===== src/hdl/fog_macros.svh =====
// fog loop constants
`ifndef FOG_MACROS_SVH
`define FOG_MACROS_SVH

// adc sample width
`define FOG_ADC_BIT 14

// log2 of samples per average, 32 samples
`define FOG_AVG_LOG2 5

// ramp and phase modulator dac width
`define FOG_DAC_BIT 16

// rate word to step height
`define FOG_GAIN_SHIFT 4

// settle count after reset
`define FOG_STABLE_RST 50

`endif

===== src/hdl/fog_pkg.sv =====
// fog loop stage types
`include "fog_macros.svh"

package fog_pkg;

	// conditioned inputs, one cycle after the pins
	typedef struct packed {
		logic signed [31:0] adc;
		logic status;
		logic polarity;
		logic trig;
		// frequency count halved
		logic [31:0] half_period;
		logic pol_change;
		logic signed [31:0] err_offset;
	} fog_cond_t;

	// demodulated error and the strobe sequence
	typedef struct packed {
		logic signed [31:0] err;
		logic step_sync;
		logic step_sync_dly;
		logic rate_sync;
		logic ramp_sync;
		// current sign phase
		logic flip;
	} fog_err_t;

	// integrated rate and scaled step height
	typedef struct packed {
		logic signed [31:0] rate;
		logic signed [`FOG_DAC_BIT-1:0] step;
		logic ramp_sync;
	} fog_rate_t;

endpackage


===== src/hdl/fog_loop_top.sv =====
// fog closed loop top
`timescale 1ns/1ps
`include "fog_macros.svh"

module fog_loop_top import fog_pkg::*; (
	input logic i_clk,
	input logic i_rst_n,
	input logic i_status,
	input logic i_polarity,
	input logic i_trig,
	input logic [31:0] i_freq_cnt,
	input logic signed [31:0] i_err_offset,
	input logic signed [`FOG_ADC_BIT-1:0] i_adc_data,
	output logic signed [31:0] o_err,
	output logic o_step_sync,
	output logic signed [31:0] o_rate,
	output logic o_rate_valid,
	output logic [`FOG_DAC_BIT-1:0] o_dac
);

	fog_cond_t cond;
	fog_err_t errs;
	fog_rate_t rate;

	fog_input_sync u_input_sync (
		.i_clk(i_clk),
		.i_rst_n(i_rst_n),
		.i_status(i_status),
		.i_polarity(i_polarity),
		.i_trig(i_trig),
		.i_freq_cnt(i_freq_cnt),
		.i_err_offset(i_err_offset),
		.i_adc_data(i_adc_data),
		.o_cond(cond)
	);

	fog_err_gen u_err_gen (
		.i_clk(i_clk),
		.i_rst_n(i_rst_n),
		.i_cond(cond),
		.o_err(errs)
	);

	fog_rate_integrator u_rate_integrator (
		.i_clk(i_clk),
		.i_rst_n(i_rst_n),
		.i_err(errs),
		.o_rate(rate)
	);

	fog_ramp_gen u_ramp_gen (
		.i_clk(i_clk),
		.i_rst_n(i_rst_n),
		.i_rate(rate),
		.o_dac(o_dac)
	);

	// rate word has settled by the time this rises
	always_ff @(posedge i_clk or negedge i_rst_n) begin
		if (!i_rst_n) begin
			o_rate_valid <= 1'b0;
		end else begin
			o_rate_valid <= errs.rate_sync;
		end
	end

	assign o_err = errs.err;
	assign o_step_sync = errs.step_sync;
	assign o_rate = rate.rate;

endmodule


===== src/hdl/fog_ramp_gen.sv =====
// fog serrodyne ramp generator
`timescale 1ns/1ps
`include "fog_macros.svh"

module fog_ramp_gen import fog_pkg::*; (
	input logic i_clk,
	input logic i_rst_n,
	input fog_rate_t i_rate,
	output logic [`FOG_DAC_BIT-1:0] o_dac
);

	// phase register, the natural wrap is the 2pi reset
	logic [`FOG_DAC_BIT-1:0] phase;
	logic [`FOG_DAC_BIT-1:0] step_u;

	// two's complement step adds the same either way
	assign step_u = $unsigned(i_rate.step);

	always_ff @(posedge i_clk or negedge i_rst_n) begin
		if (!i_rst_n) begin
			phase <= '0;
		end else if (i_rate.ramp_sync) begin
			phase <= phase + step_u;
		end
	end

	assign o_dac = phase;

endmodule


===== src/hdl/fog_rate_integrator.sv =====
// fog rate integrator
`timescale 1ns/1ps
`include "fog_macros.svh"

module fog_rate_integrator import fog_pkg::*; (
	input logic i_clk,
	input logic i_rst_n,
	input fog_err_t i_err,
	output fog_rate_t o_rate
);

	fog_rate_t r_rate;
	logic signed [31:0] rate_next;
	logic signed [31:0] rate_shr;

	// accumulator wraps at 32 bits
	assign rate_next = r_rate.rate + i_err.err;
	// loop gain as an arithmetic shift
	assign rate_shr = rate_next >>> `FOG_GAIN_SHIFT;

	always_ff @(posedge i_clk or negedge i_rst_n) begin
		if (!i_rst_n) begin
			r_rate <= '0;
		end else begin
			if (i_err.step_sync) begin
				r_rate.rate <= rate_next;
				r_rate.step <= rate_shr[`FOG_DAC_BIT-1:0];
			end
			// ramp strobe follows so the new step is already in place
			r_rate.ramp_sync <= i_err.ramp_sync;
		end
	end

	assign o_rate = r_rate;

endmodule


===== src/hdl/fog_err_gen.sv =====
// fog error signal generator
`timescale 1ns/1ps
`include "fog_macros.svh"

module fog_err_gen import fog_pkg::*; (
	input logic i_clk,
	input logic i_rst_n,
	input fog_cond_t i_cond,
	output fog_err_t o_err
);

	localparam logic [3:0] ST_RST = 4'd0;
	localparam logic [3:0] ST_WAIT_TRIG = 4'd1;
	localparam logic [3:0] ST_SETTLE = 4'd2;
	localparam logic [3:0] ST_ACQ_INIT = 4'd3;
	localparam logic [3:0] ST_ACQ_NEW = 4'd4;
	localparam logic [3:0] ST_ERR = 4'd5;
	localparam logic [3:0] ST_STEP_DLY = 4'd6;
	localparam logic [3:0] ST_RATE = 4'd7;
	localparam logic [3:0] ST_RAMP = 4'd8;
	localparam logic [3:0] ST_WAIT_NEXT = 4'd9;

	localparam int unsigned ACQ_LEN = 1 << `FOG_AVG_LOG2;

	logic [3:0] state;
	logic [3:0] nstate;
	logic [31:0] settle_cnt;
	logic [`FOG_AVG_LOG2:0] acq_cnt;
	logic signed [31:0] adc_sum;
	logic signed [31:0] avg_old;
	logic signed [31:0] avg_new;
	// first acquisition after reset only fills avg_old
	logic init;
	fog_err_t r_err;

	always_ff @(posedge i_clk or negedge i_rst_n) begin
		if (!i_rst_n) begin
			state <= ST_RST;
		end else begin
			state <= nstate;
		end
	end

	always_comb begin
		nstate = state;
		case (state)
			// status level has to agree with the polarity
			ST_RST: begin
				if (i_cond.status == i_cond.polarity) begin
					nstate = ST_WAIT_TRIG;
				end
			end
			ST_WAIT_TRIG: begin
				if (i_cond.trig) begin
					nstate = ST_SETTLE;
				end
			end
			ST_SETTLE: begin
				if (settle_cnt == 32'd0) begin
					nstate = init ? ST_ACQ_INIT : ST_ACQ_NEW;
				end
			end
			ST_ACQ_INIT: begin
				if (acq_cnt == '0 && i_cond.trig) begin
					nstate = ST_SETTLE;
				end
			end
			ST_ACQ_NEW: begin
				if (acq_cnt == '0) begin
					nstate = ST_ERR;
				end
			end
			ST_ERR: nstate = ST_STEP_DLY;
			ST_STEP_DLY: nstate = ST_RATE;
			ST_RATE: nstate = ST_RAMP;
			ST_RAMP: nstate = ST_WAIT_NEXT;
			ST_WAIT_NEXT: begin
				if (i_cond.trig) begin
					nstate = ST_SETTLE;
				end
			end
			default: nstate = ST_RST;
		endcase

		// a polarity flip restarts the whole acquisition
		if (i_cond.pol_change) begin
			nstate = ST_RST;
		end
	end

	always_ff @(posedge i_clk or negedge i_rst_n) begin
		if (!i_rst_n) begin
			settle_cnt <= `FOG_STABLE_RST;
			acq_cnt <= '0;
			adc_sum <= '0;
			avg_old <= '0;
			avg_new <= '0;
			init <= 1'b1;
			r_err <= '0;
		end else begin
			// strobes last one cycle
			r_err.step_sync <= 1'b0;
			r_err.step_sync_dly <= 1'b0;
			r_err.rate_sync <= 1'b0;
			r_err.ramp_sync <= 1'b0;

			// settle length reloads outside the settle phase
			if (state != ST_SETTLE) begin
				settle_cnt <= i_cond.half_period;
			end

			case (state)
				ST_RST: begin
					r_err.flip <= 1'b0;
					init <= 1'b1;
				end
				ST_SETTLE: begin
					adc_sum <= '0;
					acq_cnt <= ACQ_LEN[`FOG_AVG_LOG2:0];
					if (settle_cnt != 32'd0) begin
						settle_cnt <= settle_cnt - 32'd1;
					end
				end
				ST_ACQ_INIT: begin
					init <= 1'b0;
					if (acq_cnt != '0) begin
						acq_cnt <= acq_cnt - 1'b1;
						adc_sum <= adc_sum + i_cond.adc;
					end else begin
						avg_old <= adc_sum >>> `FOG_AVG_LOG2;
					end
				end
				ST_ACQ_NEW: begin
					if (acq_cnt != '0) begin
						acq_cnt <= acq_cnt - 1'b1;
						adc_sum <= adc_sum + i_cond.adc;
					end else begin
						avg_new <= adc_sum >>> `FOG_AVG_LOG2;
					end
				end
				ST_ERR: begin
					// demodulation sign alternates every half period
					if (r_err.flip) begin
						r_err.err <= avg_old - avg_new + i_cond.err_offset;
					end else begin
						r_err.err <= avg_new - avg_old + i_cond.err_offset;
					end
					r_err.flip <= ~r_err.flip;
					avg_old <= avg_new;
					r_err.step_sync <= 1'b1;
				end
				ST_STEP_DLY: r_err.step_sync_dly <= 1'b1;
				ST_RATE: r_err.rate_sync <= 1'b1;
				ST_RAMP: r_err.ramp_sync <= 1'b1;
				default: begin
				end
			endcase
		end
	end

	assign o_err = r_err;

endmodule


===== src/hdl/fog_input_sync.sv =====
// fog input conditioning
`timescale 1ns/1ps
`include "fog_macros.svh"

module fog_input_sync import fog_pkg::*; (
	input logic i_clk,
	input logic i_rst_n,
	input logic i_status,
	input logic i_polarity,
	input logic i_trig,
	input logic [31:0] i_freq_cnt,
	input logic signed [31:0] i_err_offset,
	input logic signed [`FOG_ADC_BIT-1:0] i_adc_data,
	output fog_cond_t o_cond
);

	fog_cond_t r_cond;
	// delayed copy of the registered polarity
	logic r_pol_dly;

	always_ff @(posedge i_clk or negedge i_rst_n) begin
		if (!i_rst_n) begin
			r_cond <= '0;
			r_pol_dly <= 1'b0;
		end else begin
			// sign extension of the adc word
			r_cond.adc <= {{(32-`FOG_ADC_BIT){i_adc_data[`FOG_ADC_BIT-1]}}, i_adc_data};
			r_cond.status <= i_status;
			r_cond.polarity <= i_polarity;
			r_cond.trig <= i_trig;
			// settle length is half the modulation period
			r_cond.half_period <= i_freq_cnt >> 1;
			r_cond.err_offset <= i_err_offset;

			r_pol_dly <= r_cond.polarity;
			r_cond.pol_change <= r_cond.polarity ^ r_pol_dly;
		end
	end

	assign o_cond = r_cond;

endmodule


===== config.mk =====
export PLATFORM = sky130hd
export DESIGN_NAME = fog_loop_top
export DESIGN_NICKNAME = d
export VERILOG_FILES = /design/src/hdl/fog_pkg.sv /design/src/hdl/fog_loop_top.sv /design/src/hdl/fog_ramp_gen.sv /design/src/hdl/fog_rate_integrator.sv /design/src/hdl/fog_err_gen.sv /design/src/hdl/fog_input_sync.sv
export VERILOG_INCLUDE_DIRS = /design/src /design/src/hdl
export SDC_FILE = /design/constraint.sdc
export NUM_CORES = 1
export LEC_CHECK = 0
export BUFFER_PORTS_ARGS = -buffer_cell sky130_fd_sc_hd__buf_4
export CAP_MARGIN = 20
export CORE_MARGIN = 3
export CORE_UTILIZATION = 30
export DETAILED_ROUTE_END_ITERATION = 6
export GPL_TIMING_DRIVEN = 0
export PLACE_DENSITY_LB_ADDON = 0.3
export RECOVER_POWER = 25
export SYNTH_ARGS = -nofsm -noshare
export SYNTH_HDL_FRONTEND = slang
export SYNTH_SLANG_ARGS = --single-unit

===== constraint.sdc =====
create_clock -name i_clk -period 6.7 [get_ports i_clk]
set_clock_uncertainty 0.1 [all_clocks]
set_input_delay 1.34 -clock i_clk [delete_from_list [all_inputs] [get_ports i_clk]]
set_output_delay 1.34 -clock i_clk [all_outputs]
set_load 0.02 [all_outputs]

After elaboration in Yosys (flattened, before gate mapping) --
Index checks and enable logic that the tools add are counted.
Storage, ports and cells: output and inout bits 82, bits of input ports 83, flip-flop bits (word level) 318, word-level logic and storage cells 94
Cells by class: $add $sub $neg 9, bitwise gates (word level) 3, mux-type cells 23, reductions and logical operators 16, equality and inequality tests 18
Operator list (number):
- 2-to-1 mux 32 bit | 6
- one-hot mux 32 bit (2 select lines) | 2
- adder 32 bit | 3
- one-hot mux 4 bit (9 select lines) | 1
- adder 32 x 14 -> 32 bit | 1
- logical NOT 32 bit | 1
- nonzero test 32 bit | 1
- subtractor 27 x 32 -> 32 bit | 1
- subtractor 32 x 1 -> 32 bit, second input constant | 1
- subtractor 32 x 27 -> 32 bit | 1
- 2-to-1 mux 4 bit | 6
- adder 16 bit | 1
- equality test 4 x 3 -> 1 bit, second input constant | 4
- != test 3 x 2 -> 1 bit, second input constant | 4
- one-hot mux 6 bit (2 select lines) | 1
- equality test 4 x 2 -> 1 bit, second input constant | 2
- equality test 4 bit, second input constant | 2
- nonzero test 2 bit | 4
- logical NOT 6 bit | 1
- 2-to-1 mux 6 bit | 1
- AND reduction 2 bit | 3
- nonzero test 6 bit | 1
- subtractor 6 x 1 -> 6 bit, second input constant | 1
- AND reduction 5 bit | 1
- 14 further kinds | 19

Depth between registers and ports, before layout --
depth in word-level cells 5, mapped depth 16, gate-level depth less buffers 16

Hierarchy --
Synthesis repeated with hierarchy kept, for this count alone.
Unflattened totals: cells, all modules 2295, area total of the unflattened synthesis 20687.3 µm²
Modules (own cells, without submodules):
- fog_err_gen | cells each 1710, area an instance 14064.7 µm², instances 1
- fog_rate_integrator | cells each 349, area an instance 3085.5 µm², instances 1
- fog_input_sync | cells each 103, area an instance 2207.1 µm², instances 1
- fog_ramp_gen | cells each 132, area an instance 1305.0 µm², instances 1
- fog_loop_top | cells each 1, area an instance 25.0 µm², instances 1

Worst setup path after synthesis --
No wires, ideal clock.
kind register -> register, start register u_err_gen.avg_new[1], end register u_err_gen.r_err (netlist bit u_err_gen.o_err[35]), clock period less this slack 3.592 ns, required time 6.501 ns, arrival 3.393 ns, library setup time 0.099 ns, stages on the path, launching flop included 15, path slack 3.108 ns, cells stage by stage dfrtp_1 > inv_1 > fa_1 > inv_1 > fa_1 > a211oi_1 > o21ai_0 > nor4b_1 > a211oi_2 > a31oi_1 > a211oi_2 > o21ai_2 > a41oi_1 > mux2i_1 > a311oi_1
On the way: longest elaborated chain between the ends 3, elaborated cells between the ends (all ways) 5, classes of those cells add/sub (4); mux (1)
RTL lines:
- start: declaration | line fog_err_gen.sv:31 | logic signed [31:0] avg_new;
- start signal: assignment | line fog_err_gen.sv:138 | avg_new <= adc_sum >>> `FOG_AVG_LOG2;
- subtractor 27 x 32 -> 32 bit or subtractor 32 x 27 -> 32 bit (tied branches) | line fog_err_gen.sv:146, fog_err_gen.sv:144
- adder 32 bit, on equally long branches | line fog_err_gen.sv:146, fog_err_gen.sv:144
- 2-to-1 mux 32 bit (*) | line fog_err_gen.sv:143 | if (r_err.flip) begin
- end: declaration | line fog_err_gen.sv:34 | fog_err_t r_err;
Mark *: on every way between the ends. The rest lies on a longest branch, timed or not. A chain may end at the register's enable or synchronous reset.

Worst setup path in the final report --
start register u_err_gen.avg_new[1], end register u_err_gen.r_err (netlist bit u_err_gen.o_err[28])
The elaborated chain is that of the path after synthesis.

==> flow_summary_export.csv <==
group,metric,value,unit
status,run_status,"finished, final reports clean",
floorplan,die_w,266.1,um
critical_path,crit_path_end_kind,"flop",
critical_path,r2r_start,"u_err_gen.avg_new[1]",
place,finalWeightedCongestion,0.8734,
grt,antenna_found_initial,0,
route,vias,16000,
critical_path,endpoint,"u_err_gen.o_err[28]",
sta,slew_violations,0,
cts,hold_buffers,0,
critical_path,cp.arrival,4.71,ns
flow_run,drv_cap,0,
place,dpl_cell_area,22670,um^2
layout,fin_cells,3294,
pwr,p_total,6.618,mW
pwr,ir_drop,172.4,uV
sta,setup_viol_count_final,0,
min_path,hold_class,"reg -> reg",
critical_path,cp-start-kind,"flop",
critical_path,path_class,"reg -> reg",
cts,cts.clk_slew.worst_paths,0.06,ns
cts,cts_max_level,2,
route,drcViolationCount,0,
cts,cts_tree,"yes",
floorplan,num_rows,94,
sta,fin_tns_setup,0,ns
grt,track_usage,15.22,%
floorplan,dieArea,70820,um^2
cts,post_cts_buffers,0,
route,ant_nets,0,
cts,clockBufferDepth,3,
pwr,powerDensity,276.0,nW/um^2
sta,tightest_slew,0.8726,ns
place,dp_hpwl,41890,um
logic_synthesis,synth_ff_type,"dfrtp_1",
logic_synthesis,avgSynthCellArea,9.240,um^2
layout,drive_above_1_share,15.02,%
layout,regArea,7437,um^2
route,finalWirelength,54110,um
sta,rsz0062_at_grt,"no",
grt,grt_max_degree,118,
logic_synthesis,synth_area,20300,um^2
place,dp.cells,3227,
sta,final_min_period_over_clock_period,64.80,%
sta,hold_viol,0,
critical_path,rr_worst_depth,14,
critical_path,critPathLaunch,"u_err_gen.avg_new[1]",
logic_synthesis,synth_nets,2489,
place,io_buffer_count,163,
logic_synthesis,ys_seq_elements,297,
cts,ctsRootBufferMaster,"clkbuf_16",
grt,grt_pass1_wl,86930,um
critical_path,reg2reg_to,"u_err_gen.o_err[28]",
sta,relSlewSlack,41.82,%
cts,insertion_delay,0.57,ns
logic_synthesis,synth_warnings,0,
sta,post-route-min-period,4.341,ns
logic_synthesis,synth-seq-area-share,36.64,%
critical_path,worstPathRequired,7.07,ns
floorplan,start_util,30.55,%
route,wire_per_inst,16.43,um
pwr,p_leak,11.76,nW
logic_synthesis,yosysUniqueCellTypes,83,
logic_synthesis,synthArstFlopShare,100.0,%
layout,finalNetCount,2695,
grt,grt_pass1_vias,16500,
layout,fill_cells,6747,
critical_path,critPathMaxFanout,4,
layout,syn2layout_area_growth,18.12,%
layout,antenna_cells,0,
route,dr.pass1.iters,5,
floorplan,die_h,266.1,um
route,drtIter0Drc,888,
floorplan,ios,165,
cts,cts_sinks,297,
critical_path,reg2reg_setup_slack,2.36,ns
logic_synthesis,syn_inst,2197,
grt,grt.overflow.total,0,
logic_synthesis,synth-edff-count,0,
layout,finalInstanceArea,23980,um^2
layout,multi_input_area,11260,um^2
cts,cts_made_buffers,38,
sta,max_freq,0.2303,GHz
floorplan,core-area,66450,um^2
route,drt-vias-per-instance,4.858,
cts,cts_resized,0,
==> registers in the layout (all words and copies together) (netlist names) <==
name                      count
u_err_gen.acq_cnt             6
o_rate_valid                  1
u_err_gen.settle_cnt         32
u_err_gen.state               4
u_err_gen.adc_sum            32
u_err_gen.init                1
u_err_gen.o_err              36
u_err_gen.avg_old            27
u_rate_integrator.o_rate     33
u_ramp_gen.o_dac             16
u_err_gen.avg_new            27
u_input_sync.o_cond          81
u_input_sync.r_pol_dly        1
==> worst min-delay path by stage <==
stage                       startpoint            to  cells after the start  slack [ns]
finish              u_err_gen.o_err[2]  o_rate_valid                      0        0.25
global route        u_err_gen.o_err[2]  o_rate_valid                      0        0.28
CTS                 u_err_gen.o_err[2]  o_rate_valid                      0        0.26
detailed placement  u_err_gen.o_err[2]  o_rate_valid                      0        0.25
global placement    u_err_gen.o_err[2]  o_rate_valid                      0        0.24
floorplan           u_err_gen.o_err[2]  o_rate_valid                      0        0.23
==> where the power goes <==
part           internal (mW)  switching, mW
Combinational          0.939           1.30
Sequential              2.00          0.211
Clock                   1.32          0.851
Total                   4.25           2.36
==> layout make-up <==
| class | instances | area share, % |
|---|---|---|
| plain buffers | 135 | 3.126 |
| clock inverters | 19 | 1.049 |
| multi-input cells | 1539 | 46.98 |
| clock buffers | 48 | 4.420 |
| flip-flops and latches | 297 | 31.02 |
| inverters | 226 | 3.538 |
| well taps | 864 | 4.508 |
| repair buffers | 166 | 5.364 |
==> through the flow <==
stage / setup slack [ns] / utilization (%) / hold WS, ns
CTS: 2.390 / 36.09 / 0.2594
global placement: 1.266 / 34.02 / 0.2392
detailed placement: 2.423 / 34.12 / 0.2457
global route: 2.069 / 36.08 / 0.2794
floorplan: 3.108 / - / 0.2312
finish: 2.359 / 36.08 / 0.2522
==> metal layers <==
| layer | wire (um) | part of all wire (%) | track usage, % | vias up |
|---|---|---|---|---|
| met2 | 26460 | 49 | 26.86 | 318 |
| met4 | 1740 | 3.2 | 5.187 | 0 |
| met1 | 23930 | 44 | 19.16 | 7697 |
| li1 | - | - | - | 7904 |
| met5 | 0 | 0 | 0 | - |
| met3 | 1987 | 3.7 | 2.041 | 84 |
==> placed cells by master (no fill, tap or decap), types with 10 or more instances in the layout <==
cell type	count
nor4_1	11
nand3_1	65
xnor2_1	89
o31ai_1	15
ha_1	144
and3_1	18
fa_1	65
mux2_2	33
clkbuf_4	78
a21oi_1	127
a211oi_1	16
nor2b_1	15
a21o_1	75
clkbuf_16	39
nand2_1	202
nand2b_1	15
dfrtp_1	293
o21ai_0	213
or2_2	12
nand4_1	10
xor2_1	56
nor2_1	102
o21a_1	18
inv_1	225
buf_4	147
nor3_1	46
clkbuf_1	66
mux2i_1	34
a31oi_1	21
==> worst max-delay path: stages, from the launching register on <==
cell and delay [ns]:
dfrtp_1 0.40, inv_1 0.10, fa_1 0.57, inv_1 0.10
ha_1 0.30, a211oi_1 0.08, o21ai_0 0.29, a21oi_1 0.19
a31oi_1 0.62, a31oi_1 0.30, o211ai_1 0.26, a21oi_1 0.11
o41ai_1 0.35, mux2_2 0.39, o2111ai_1 0.09
==> cell families after synthesis <==
family / synth area share (%)
AO/OA/AOI/OAI: 17.71
AND/OR/NAND/NOR: 12.73
buffers and inverters: 7.871
flip-flops: 36.64
adder cells (fa/ha/maj): 15.29
XOR/XNOR: 6.256
multiplexers: 3.507
==> Yosys cell counts, types with 6 or more instances <==
cell type	instances	area, um^2
dfrtp_1	293	7332
inv_1	225	844.6
o21ai_0	213	1066
nand2_1	202	758.2
ha_1	144	1802
a21oi_1	127	635.6
nor2_1	102	382.9
xnor2_1	89	779.5
a21o_1	75	563.0
fa_1	65	1301
nand3_1	65	325.3
buf_4	64	480.5
clkbuf_1	60	225.2
xor2_1	56	490.5
nor3_1	46	230.2
mux2i_1	34	340.3
mux2_2	33	371.6
a31oi_1	21	131.4
and3_1	18	112.6
o21a_1	18	135.1
a211oi_1	16	120.1
nand2b_1	15	93.84
nor2b_1	15	93.84
o31ai_1	15	112.6
or2_2	12	75.07
nor4_1	11	68.82
nand4_1	10	62.56
buf_1	9	33.78
o211ai_1	9	67.56
or3_1	8	50.05
nor4b_1	7	61.31
o21ai_1	7	35.03
o21bai_1	7	52.55
a311o_1	6	60.06
(Power assumes the default switching activity.)
